--- src/hw/spi_host_pkg.sv ---
package spi_host_pkg;

  // Register bus geometry
  localparam int BlockAw    = 6;
  localparam int DataW      = 32;
  localparam int ByteMaskW  = DataW / 8;
  localparam int DataOffset = 6'h24;

  // FIFO sizing
  localparam int FifoDepth = 8;
  localparam int FifoAw    = $clog2(FifoDepth);

  // SCK timing, system cycles per half period
  localparam int ClkHalf = 2;
  localparam int DivW    = $clog2(ClkHalf + 1);

  // Byte and lane bookkeeping
  localparam int ByteBitsW = 3;
  localparam int ByteIdxW  = $clog2(ByteMaskW);

  // Command length in bytes
  localparam int LenW = 9;

  typedef logic [BlockAw-1:0]   addr_t;
  typedef logic [DataW-1:0]     word_t;
  typedef logic [ByteMaskW-1:0] strb_t;
  typedef logic [LenW-1:0]      len_t;

  // Register bus request
  typedef struct packed {
    logic  valid;
    logic  write;
    addr_t addr;
    word_t wdata;
    strb_t wstrb;
  } reg_req_t;

  // Register bus response
  typedef struct packed {
    word_t rdata;
    logic  error;
    logic  ready;
  } reg_rsp_t;

  // One FIFO slot, data plus byte enables
  typedef struct packed {
    word_t word;
    strb_t strb;
  } fifo_entry_t;

  // Transfer command, start is a single cycle pulse
  typedef struct packed {
    logic start;
    len_t len;
  } spi_cmd_t;

  typedef enum logic [2:0] {
    Idle,
    CsSetup,
    Fetch,
    Shift,
    CsHold
  } fsm_state_t;

endpackage

--- src/hw/spi_host_fifo.sv ---
module spi_host_fifo (
  input  logic                      clk_i,
  input  logic                      rst_i,
  input  logic                      push_i,
  input  spi_host_pkg::fifo_entry_t entry_i,
  input  logic                      pop_i,
  output spi_host_pkg::fifo_entry_t head_o,
  output logic                      full_o,
  output logic                      empty_o,
  output logic                      err_o
);
  import spi_host_pkg::*;

  fifo_entry_t       mem_q [FifoDepth];
  logic [FifoAw-1:0] wr_q;
  logic [FifoAw-1:0] rd_q;
  logic [FifoAw:0]   cnt_q;
  logic              do_push;
  logic              do_pop;

  assign full_o  = cnt_q == (FifoAw + 1)'(FifoDepth);
  assign empty_o = cnt_q == '0;

  // Overflowing push dropped, underflowing pop ignored
  assign do_push = push_i & ~full_o;
  assign do_pop  = pop_i & ~empty_o;

  // Head visible one cycle after the write
  assign head_o = mem_q[rd_q];

  // Storage
  always_ff @(posedge clk_i) begin
    if (do_push) begin
      mem_q[wr_q] <= entry_i;
    end
  end

  // Pointers wrap naturally, depth is a power of two
  always_ff @(posedge clk_i) begin
    if (rst_i) begin
      wr_q  <= '0;
      rd_q  <= '0;
      cnt_q <= '0;
    end else begin
      if (do_push) begin
        wr_q <= wr_q + 1'b1;
      end
      if (do_pop) begin
        rd_q <= rd_q + 1'b1;
      end
      cnt_q <= cnt_q + (FifoAw + 1)'(do_push) - (FifoAw + 1)'(do_pop);
    end
  end

  // Sticky error, cleared only by reset
  always_ff @(posedge clk_i) begin
    if (rst_i) begin
      err_o <= 1'b0;
    end else if ((push_i & full_o) | (pop_i & empty_o)) begin
      err_o <= 1'b1;
    end
  end

endmodule

--- config.mk ---
export PLATFORM = sky130hd
export DESIGN_NAME = spi_host_fifo
export DESIGN_NICKNAME = d
export VERILOG_FILES = /design/src/hw/spi_host_pkg.sv /design/src/hw/spi_host_fifo.sv
export SDC_FILE = /design/constraint.sdc
export NUM_CORES = 1
export LEC_CHECK = 0
export ABC_AREA = 0
export BUFFER_PORTS_ARGS = -buffer_cell sky130_fd_sc_hd__buf_2
export CAP_MARGIN = 10
export CORE_MARGIN = 8
export CORE_UTILIZATION = 28
export CTS_CLUSTER_SIZE = 25
export DETAILED_ROUTE_END_ITERATION = 16
export PLACE_DENSITY = 0.52
export SLEW_MARGIN = 20
export SYNTH_ARGS = -nofsm -noshare
export SYNTH_HDL_FRONTEND = slang
export SYNTH_SLANG_ARGS = --single-unit
--- constraint.sdc ---
create_clock -name clk_i -period 5.4 [get_ports clk_i]
set_input_delay 1.08 -clock clk_i [delete_from_list [all_inputs] [get_ports clk_i]]
set_output_delay 1.08 -clock clk_i [all_outputs]
set_load 0.05 [all_outputs]
Word level (Yosys, flattened, before mapping)
Memories as Yosys holds them, arrays and structs flattened. A register that Yosys moved wholly into a read port is not among the register bits.
Index checks and enable logic that the tools add are counted.
{"block": "word_totals", "register_bits": 11, "ram_bits": 288, "wordCells": 22, "in_bits": 40, "out_inout_bits": 39, "mem_count": 1}
{"block": "op_classes", "n_bitwise": 7, "reduce_logical": 1, "n_mux": 4, "add_sub_neg": 4, "eq_ne": 1}
{"name": "mem_q", "depth": 8, "width": 36, "read_ports": 1, "rd_clocked_by_memory_dff": 1, "write_ports": 1, "line_no": "spi_host_fifo.sv:14", "rtl": "fifo_entry_t mem_q [FifoDepth];"}
{"op": "$add 3x1->3 const B", "n": 2}
{"op": "$mux 3", "n": 2}
{"op": "$add 4x1->4", "n": 1}
{"op": "$and 1x1->1", "n": 4}
{"op": "$eq 4x4->1 const B", "n": 1}
{"op": "$logic_not 4->1", "n": 1}
{"op": "$sub 4x1->4", "n": 1}
{"op": "$mux 1", "n": 2}
{"op": "$not 1->1", "n": 2}
{"op": "$or 1x1->1", "n": 1}

Logic depth before layout (Yosys ltp)
Gate-level depths: netlist (run 1).
{"block": "logic_depth", "ltp_word": 5, "ltp_mapped": 11, "mapped_depth_nobuf": 10}

Worst setup path before layout (run 1)
No wires, ideal clock.
{"block": "synth_timing", "path_kind": "input to register", "from": "input push_i", "to": "memory mem_q[0][0] (netlist bit) (enable)", "arrival_ns": 4.621, "stages": 2, "required_ns": 4.881, "path_buffers": 0, "path_slack_ns": 0.259, "cell_sequence": "nand2_2 nor4_1"}
{"block": "synth_between", "elab_chain_cells": 3}
{"element": "start: declaration", "line_no": "spi_host_fifo.sv:4", "rtl": "input logic push_i,"}
{"element": "$and 1x1->1", "line_no": "spi_host_fifo.sv:25", "rtl": "assign do_push = push_i & ~full_o;"}
{"element": "$mux 1", "line_no": "spi_host_fifo.sv:33", "rtl": "if (do_push) begin"}
{"element": "$mux 1 (implied by the code)", "line_no": "spi_host_fifo.sv:34", "rtl": "mem_q[wr_q] <= entry_i;"}
{"element": "end: declaration", "line_no": "spi_host_fifo.sv:14"}
No other way between the ends.

==> results.yml, run 1 <==
routing:
  dr.pass1.iters: 4
  vias_per_cell: 4.55
  ant_nets: 0
  drc: 0
  routedWlPerCell_um: 21.6
  routed_wl_mm: 25.4
  drt_iter0_markers: 219
  dr_total_vias: 5331
layout:
  syn_to_final_growth_pct: 17.9
  multiInputGateArea_um2: 2780
  drive_gt1_share_pct: 30.4
  fin_area_um2: 13900
  nets: 656
  final-seq-area_um2: 8940
  num-fill-cells: 3934
placed_design:
  hpwl_mm: 15.0
  gp_congestion: 0.659
  placed_area_um2: 12900
  io_buffers: 78
timing:
  worst_pin_slew_ns: 1.04
  min_period_over_period_pct: 70.8
  fin_crit_ns: 3.82
  relSlewSlack_pct: 30.9
  hold_viol: 0
  rsz0062_at_grt: "false"
  finalMaxSlewViolations: 0
  finalSetupViolations: 0
  fin_tns_setup_ns: 0
  max_clock_freq_ghz: 0.261
  fin_skew_ns: 0.0174
clocking:
  cts_resized: 0
  clock_path_buffers: 3
  cts_hold_buf: 0
  clk_pin_slew_ns: 0.06
  postCtsSetupBuffers: 0
  h-tree-depth: 2
  cts_tree: "yes"
  root_buffer: "clkbuf_16"
  cts.sinks: 302
  cts_inserted_buffers: 34
  clkLatencyLatePin_ns: 0.51
worst_setup_path:
  crit_type: "reg2out"
  crit_fanout: 26
  crit_arrival_ns: 2.74
  endpoint_kind: "primary output"
  slowest_delay_ns: 0.62
  path_cells: "buf_4 -> mux4_1 -> mux2_2 -> buf_2"
  crit_slowest_cell: "mux4_1"
  cp-start-kind: "flop"
  worst_ep_required_time_ns: 4.32
floorplanning:
  start_util_pct: 28.3
  core.rowCount: 75
  die_h_um: 221
  ios: 79
  die_area_um2: 49100
  core_area_um2: 41900
  fp.dieW_um: 221
synth:
  synthArstFlopShare_pct: 0
  synth_top_area_share_pct: 73.1
  syn_area_per_cell_um2: 23.6
  synth_edf_count: 288
  syn-cell-area_um2: 11800
  synth_cell_types: 31
  ys.flop_type: "edfxtp_1"
  ys_ff_latch: 302
  synth_most_common_cell: "edfxtp_1"
  yosysSeqAreaShare_pct: 75.5
  yosysTopAreaCell: "edfxtp_1"
  yosys_warnings: 0
  synth_common_cells: "288 x edfxtp_1, 72 x mux4_1, 39 x mux2_2"
  synth_cells: 500
  synth_nets: 548
  synth_area_leaders: "edfxtp_1 73%, mux4_1 16%, mux2_2 3.7%"
flow_run:
  cap_viol_max_count: 0
grt:
  antenna_found_initial: 4
  grt_pass1_wl_mm: 37.5
  grt_pass1_vias: 5771
  grt_usage_pct: 10.2
  grt_remaining_overflow: 0
  grt_max_degree: 73
power_and_ir_drop:
  peakVddDrop_mv: 0.275
  power_density_nw_per_um2: 456
  leakage_nw: 4.55
min_path:
  hold_path.class: "reg2reg"
status:
  status: "finished, final reports clean"
==> flip-flops by register name (all words and copies together), names as in the netlist, named ones only <==
signal	flops
wr_q	3
err_o	1
cnt_q	4
rd_q	3
mem_q	288
==> cell type report <==
type / instances / area share, %
sequential: 302 / 64.1
multi-input combinational: 170 / 19.9
timing repair buffer: 94 / 3.66
tap: 539 / 4.84
clock inverter: 20 / 0.997
clock buffer: 40 / 6.27
antenna: 1 / 0.0180
inverter: 6 / 0.162
==> final timing paths <==
check                 from           end  slack, ns  cells past startpoint
setup / recovery      flop    head_o[13]       1.58                      4
hold / removal       err_o         err_o       0.47                      2
setup reg to reg  cnt_q[2]  mem_q[5][24]       2.67                      6
hold reg to reg      err_o         err_o       0.47                      2
==> power by group <==
group	total, mW	internal [mW]	leakage [nW]	switching [mW]
logic	1.46	0.498	1.32	0.958
registers	2.81	2.72	2.73	0.0908
clock network	2.08	1.21	0.495	0.871
total	6.35	4.43	4.55	1.92
==> worst max-delay path: cells and delay by family (launching register included) <==
| kind | cells | cell delay (ns) |
|---|---|---|
| flip-flops | 1 | 0.58 |
| buffers and inverters | 2 | 0.71 |
| multiplexers | 2 | 0.94 |
==> cells in the final DEF, fill, tap and decap left out, types with 2 or more instances in the layout <==
master,count
nor3_2,4
nor2b_1,4
inv_1,6
o21ai_0,3
buf_2,78
inv_6,3
a21oi_1,6
or3_1,2
nor2_1,6
clkbuf_1,6
mux4_1,72
clkinv_1,9
edfxtp_1,288
clkbuf_16,34
mux2_2,39
mux2i_1,2
nor2_4,3
clkinv_2,5
nand3_1,3
dfxtp_4,2
buf_4,16
dfxtp_1,11
nand2b_1,5
ha_1,7
nand2_1,4
==> per-stage QoR <==
stage	instances	hold slack, ns	utilization (%)	setup slack (ns)	total power [mW]
final	1172	0.471	33.3	1.58	6.35
after global routing	1171	0.514	33.3	1.46	6.63
after CTS	1171	0.479	33.3	1.50	6.47
after detailed placement	1111	0.468	30.9	2.04	4.36
after global placement	1111	0.476	30.9	2.10	4.33
after floorplan	500	0.475	-	0.259	3.95
==> cells by family after synthesis <==
family / synth area share [%]
AOI/OAI and AO/OA: 0.529
buffers and inverters: 1.43
DFF: 75.5
xor gates and xnor gates: 0.148
adders and majority gates: 0.910
and+or+nand+nor: 1.59
muxes: 19.9
==> metal layers <==
layer	GRT usage, %	wire length [um]
met4	2.35	393
met3	2.43	1070
met1	12.3	10800
met2	18.2	13100
met5	0	23
Note: power is estimated with default switching activity, not from simulation.
==> run 2: changes to the inputs <==
Settings changed: PLACE_DENSITY 0.52 to 0.5.
Clock period 5.4 ns to 3.8 ns, I/O delays scaled along.
==> run 2 against run 1 <==
Against the previous run:
- sequential power is 43% higher
- largest cell class unchanged
- core utilization rose by 0.31 points
- total power increased by 43%
- largest power group unchanged
- global-route usage decreased by 0.11 points
- first-iteration DRC count down 3.2%
- clock power is 44% higher
- hold slack improved by 0.0045 ns
- non-clock buffer count decreased by 1
- critical endpoint is now head_o[25]
- final cell count hardly changed
==> results.yml, run 2 (synthesized netlist as in run 1, its figures left out) <==
routing:
  vias_per_cell: 4.55
  drt_iter0_markers: 212
  dr_total_vias: 5324
  drc: 0
  routedWlPerCell_um: 21.4
  routed_wl_mm: 25.1
  ant_nets: 0
  dr.pass1.iters: 4
placed_design:
  dpl.cell_count: 1110
  placed_area_um2: 13000
  gp_congestion: 0.656
  post-place-ws_ns: 0.849
  hpwl_mm: 14.5
  io_buffers: 78
clocking:
  h-tree-depth: 2
  cts_resized: 0
  cts_inserted_buffers: 34
  root_buffer: "clkbuf_16"
  cts_hold_buf: 0
  clk_pin_slew_ns: 0.06
  cts.sinks: 302
  cts_tree: "yes"
  clkLatencyLatePin_ns: 0.52
  clock_path_buffers: 3
  postCtsSetupBuffers: 0
power_and_ir_drop:
  p_int_mw: 6.36
  power_density_nw_per_um2: 646
  seqPwrFrac_pct: 44.1
  netSwitchingFraction_pct: 30.0
  power_mw: 9.09
  leakage_nw: 4.58
  power_frac_comb_pct: 22.9
  clkPwrFrac_pct: 33.0
  peakVddDrop_mv: 0.301
  p_switching_mw: 2.73
floorplanning:
  fp.dieW_um: 221
  core.rowCount: 75
  ios: 79
  core_area_um2: 41900
  start_util_pct: 28.3
  die_h_um: 221
  die_area_um2: 49100
worst_setup_path:
  crit_arrival_ns: 2.66
  r2r-start: "cnt_q[2]"
  cp-start-kind: "flop"
  crit_fanout: 25
  reg2reg_slack_ns: 1.26
  crit_slowest_cell: "dfxtp_4"
  path_cells: "buf_4 -> mux4_1 -> mux2_2 -> buf_2"
  slowest_delay_ns: 0.63
  r2r_end: "cnt_q[2]"
  endpoint_kind: "primary output"
  worst_ep_required_time_ns: 3.04
  crit_type: "reg2out"
  cp-endpoint: "head_o[25]"
  rr_worst_depth: 10
layout:
  final_common_cell: "edfxtp_1"
  drive_gt1_share_pct: 30.1
  reg.largest.list: "mem_q (288), cnt_q (4)"
  syn_to_final_growth_pct: 18.9
  fin_area_um2: 14100
  fin_util_pct: 33.6
  most-common-layout-cells: "288 x edfxtp_1, 78 x buf_2, 72 x mux4_1, 39 x mux2_2, 35 x clkbuf_16"
  num-fill-cells: 3916
  final_cells: 1171
  regMostFlops: "mem_q"
  nets: 655
  antennaDiodeCount: 0
  largest_reg_flops: 288
grt:
  grt_max_degree: 38
  grt_pass1_wl_mm: 37.5
  antenna_found_initial: 4
  grt_remaining_overflow: 0
  grt_pass1_vias: 5946
  grt_usage_pct: 10.1
timing:
  finalMaxSlewViolations: 0
  fin_crit_ns: 3.42
  min_period_over_period_pct: 89.9
  worst_pin_slew_ns: 0.957
  fin_skew_ns: 0.0182
  relSlewSlack_pct: 35.9
  finalSetupViolations: 0
  hold_viol: 0
  max_clock_freq_ghz: 0.293
  final.setup.worst_slack_ns: 0.382
  rsz0062_at_grt: "false"
flow_run:
  cap_viol_max_count: 0
min_path:
  min_from: "err_o"
  hold_path.class: "reg2reg"
status:
  status: "finished, final reports clean"
-- run 2: final cells by class --
| type | instances | area [um2] | share of cell area (%) |
|---|---|---|---|
| flip-flops and latches | 302 | 8940 | 63.5 |
| clock inverters | 19 | 134 | 0.952 |
| multi-input cells | 170 | 2790 | 19.8 |
| repair buffers | 93 | 603 | 4.29 |
| well taps | 539 | 674 | 4.80 |
| inverters | 6 | 22.5 | 0.160 |
| clock buffers | 42 | 902 | 6.41 |
-- run 2: worst min-delay path by stage --
stage | cells past startpoint | endpoint | slack (ns)
finish | 2 | err_o | 0.48
global route | 1 | mem_q[3][12] | 0.50
CTS | 1 | mem_q[3][12] | 0.48
detailed placement | 2 | err_o | 0.47
global placement | 2 | err_o | 0.47
floorplan | 2 | flop | 0.48
-- run 2: power by group through the flow --
| stage | registers (mW) | clock network (mW) | logic (mW) |
|---|---|---|---|
| 3_3_place_gp | 4.07 | 0 | 2.10 |
| 3_5_place_dp | 4.09 | 0 | 2.13 |
| 2_1_floorplan | 4.00 | 0 | 1.61 |
| 5_1_grt | 4.03 | 3.22 | 2.21 |
| 6_report | 4.01 | 3.00 | 2.08 |
| 4_1_cts | 4.02 | 3.10 | 2.14 |
-- run 2: stage by stage --
step | TNS (ns) | hold WS [ns]
after global placement | 0 | 0.473
after global routing | 0 | 0.497
after floorplan | -7.07 | 0.475
after CTS | 0 | 0.482
final | 0 | 0.476
after detailed placement | 0 | 0.469
-- run 2: routing by layer --
metal	routed length [um]	track usage, %	vias to the layer above
met5	51	0	-
met4	449	2.74	8
met3	1040	2.54	41
met2	12600	17.6	100
met1	11000	12.3	2795
li1	-	-	2380
-- run 2: critical path: cells and delay by family, from the launching register on --
kind                   cells  cell delay (ns)
buffers and inverters      2             0.59
multiplexers               2             0.90
flip-flops                 1             0.63
==> run 3: changes to the inputs <==
Settings changed: CORE_UTILIZATION 28 to 55, PLACE_DENSITY 0.5 to 0.8, RECOVER_POWER set to 100.
==> run 3 against run 2 <==
Against the previous run:
- the run now ends with capacitance limit, slew limit left
- final area decreased by 4.9%
- core utilization is 30 points higher
- sequential cell count stayed put
- critical path depth unchanged
- clock skew shrank 0.012 ns
==> results.yml, run 3 (synthesized netlist as in run 1, its figures left out) <==
status:
  status: "complete, but fails checks"
  violations: "capacitance limit, slew limit"
floorplanning:
  die_h_um: 163
  start_util_pct: 56.1
  fp.dieW_um: 163
  core.rowCount: 53
  ios: 79
  die_area_um2: 26400
  core_area_um2: 21100
min_path:
  hold_path.class: "reg2reg"
  min_from: "err_o"
flow_run:
  cap_viol_max_count: 4
timing:
  hold-worst-slack_ns: 0.490
  rsz0062_at_grt: "false"
  relSlewSlack_pct: -30.3
  max_clock_freq_ghz: 0.286
  fin_skew_ns: 0.00627
  finalSetupViolations: 0
  fin_crit_ns: 3.50
  hold_viol: 0
  finalMaxSlewViolations: 104
  worst_pin_slew_ns: 1.95
  min_period_over_period_pct: 92.0
clocking:
  cts_hold_buf: 0
  cts_inserted_buffers: 28
  postCtsSetupBuffers: 0
  cts.sinks: 302
  clock_path_buffers: 3
  cts_tree: "yes"
  clkLatencyLatePin_ns: 0.52
  cts_resized: 0
  root_buffer: "clkbuf_16"
  clk_pin_slew_ns: 0.06
  h-tree-depth: 1
power_and_ir_drop:
  netSwitchingFraction_pct: 29.7
  leakage_nw: 4.31
  power_density_nw_per_um2: 652
  p_int_mw: 6.14
  power_frac_comb_pct: 22.8
  seqPwrFrac_pct: 45.9
  p_switching_mw: 2.59
  clkPwrFrac_pct: 31.3
  power_mw: 8.72
  peakVddDrop_mv: 0.451
routing:
  vias_per_cell: 5.92
  drc: 0
  routed_wl_mm: 22.1
  drt_iter0_markers: 363
  dr.pass1.iters: 4
  routedWlPerCell_um: 24.5
  dr_total_vias: 5343
  ant_nets: 0
grt:
  grt_usage_pct: 16.7
  use_met2_pct: 29.5
  antenna_found_initial: 0
  use_met3_pct: 3.19
  top_usage_layer: "met2"
  grt_max_degree: 51
  grt_remaining_overflow: 0
  grt_pass1_wl_mm: 33.4
  grt_pass1_vias: 5736
  grt_use_met1_pct: 20.4
layout:
  most-common-layout-cells: "288 x edfxtp_1, 72 x mux4_1, 68 x clkbuf_1, 39 x mux2_2, 29 x clkbuf_16"
  regMostFlops: "mem_q"
  nets: 653
  syn_to_final_growth_pct: 13.1
  final_common_cell: "edfxtp_1"
  reg.largest.list: "mem_q (288), cnt_q (4)"
  num-fill-cells: 1403
  largest_reg_flops: 288
  fin_util_pct: 63.4
  drive_gt1_share_pct: 18.8
placed_design:
  hpwl_mm: 12.3
  gp_congestion: 0.715
  io_buffers: 78
worst_setup_path:
  crit_arrival_ns: 2.74
  worst_ep_required_time_ns: 3.04
  r2r-start: "cnt_q[2]"
  crit_fanout: 50
  crit_type: "reg2out"
  cp-start-kind: "flop"
  endpoint_kind: "primary output"
[run 3: cell count changes in the layout (fill, tap and decap cells not counted), sizes merged]
cell,before,now
clkbuf,42,116
diode,0,1
clkinv,18,15
inv,6,7
bufinv,1,3
buf,93,11
clkinvlp,0,3
[run 3: final timing paths]
path / cells after the start / endpoint / slack (ns)
setup reg to reg: 6 / mem_q[7][22] / 0.58
hold reg to reg: 2 / err_o / 0.49
setup / recovery: 4 / head_o[24] / 0.30
hold / removal: 2 / err_o / 0.49
[run 3: layout make-up]
| class | instances | area [um2] | area share (%) |
|---|---|---|---|
| Multi-Input combinational cell | 170 | 2720 | 20.4 |
| Inverter | 6 | 22.5 | 0.168 |
| Timing Repair Buffer | 97 | 427 | 3.19 |
| Antenna cell | 1 | 2.50 | 0.0187 |
| Tap cell | 275 | 344 | 2.57 |
| Clock inverter | 22 | 188 | 1.40 |
| Clock buffer | 30 | 729 | 5.46 |
| Sequential cell | 302 | 8930 | 66.8 |
[run 3: routing by layer]
| metal | up-vias | wire length, um |
|---|---|---|
| li1 | 2381 | - |
| met1 | 2771 | 8970 |
| met2 | 151 | 11600 |
| met3 | 40 | 1060 |
| met4 | 0 | 432 |
| met5 | - | 0 |
[run 3: critical path: stages, from the launching register on]
cell and delay [ns]:
dfxtp_4 0.60, buf_12 0.37, mux4_1 0.65, mux2_2 0.31
clkbuf_2 0.24
[run 3: power groups by stage]
stage	sequential (mW)	combinational, mW	clock, mW
finish	4.01	1.99	2.73
detailed placement	4.07	2.06	0
global route	4.03	2.10	2.89
global placement	4.05	2.02	0
floorplan	4.00	1.61	0
CTS	4.00	2.08	2.77
[run 3: per-stage QoR]
stage | cells | TNS, ns | area [um2] | setup WS [ns]
after global placement | 850 | 0 | 12700 | 0.933
after CTS | 902 | 0 | 13600 | 0.295
after floorplan | 500 | -7.07 | 11800 | -0.0654
after global routing | 902 | 0 | 13400 | 0.219
after detailed placement | 850 | 0 | 12700 | 0.886
final | 903 | 0 | 13400 | 0.305
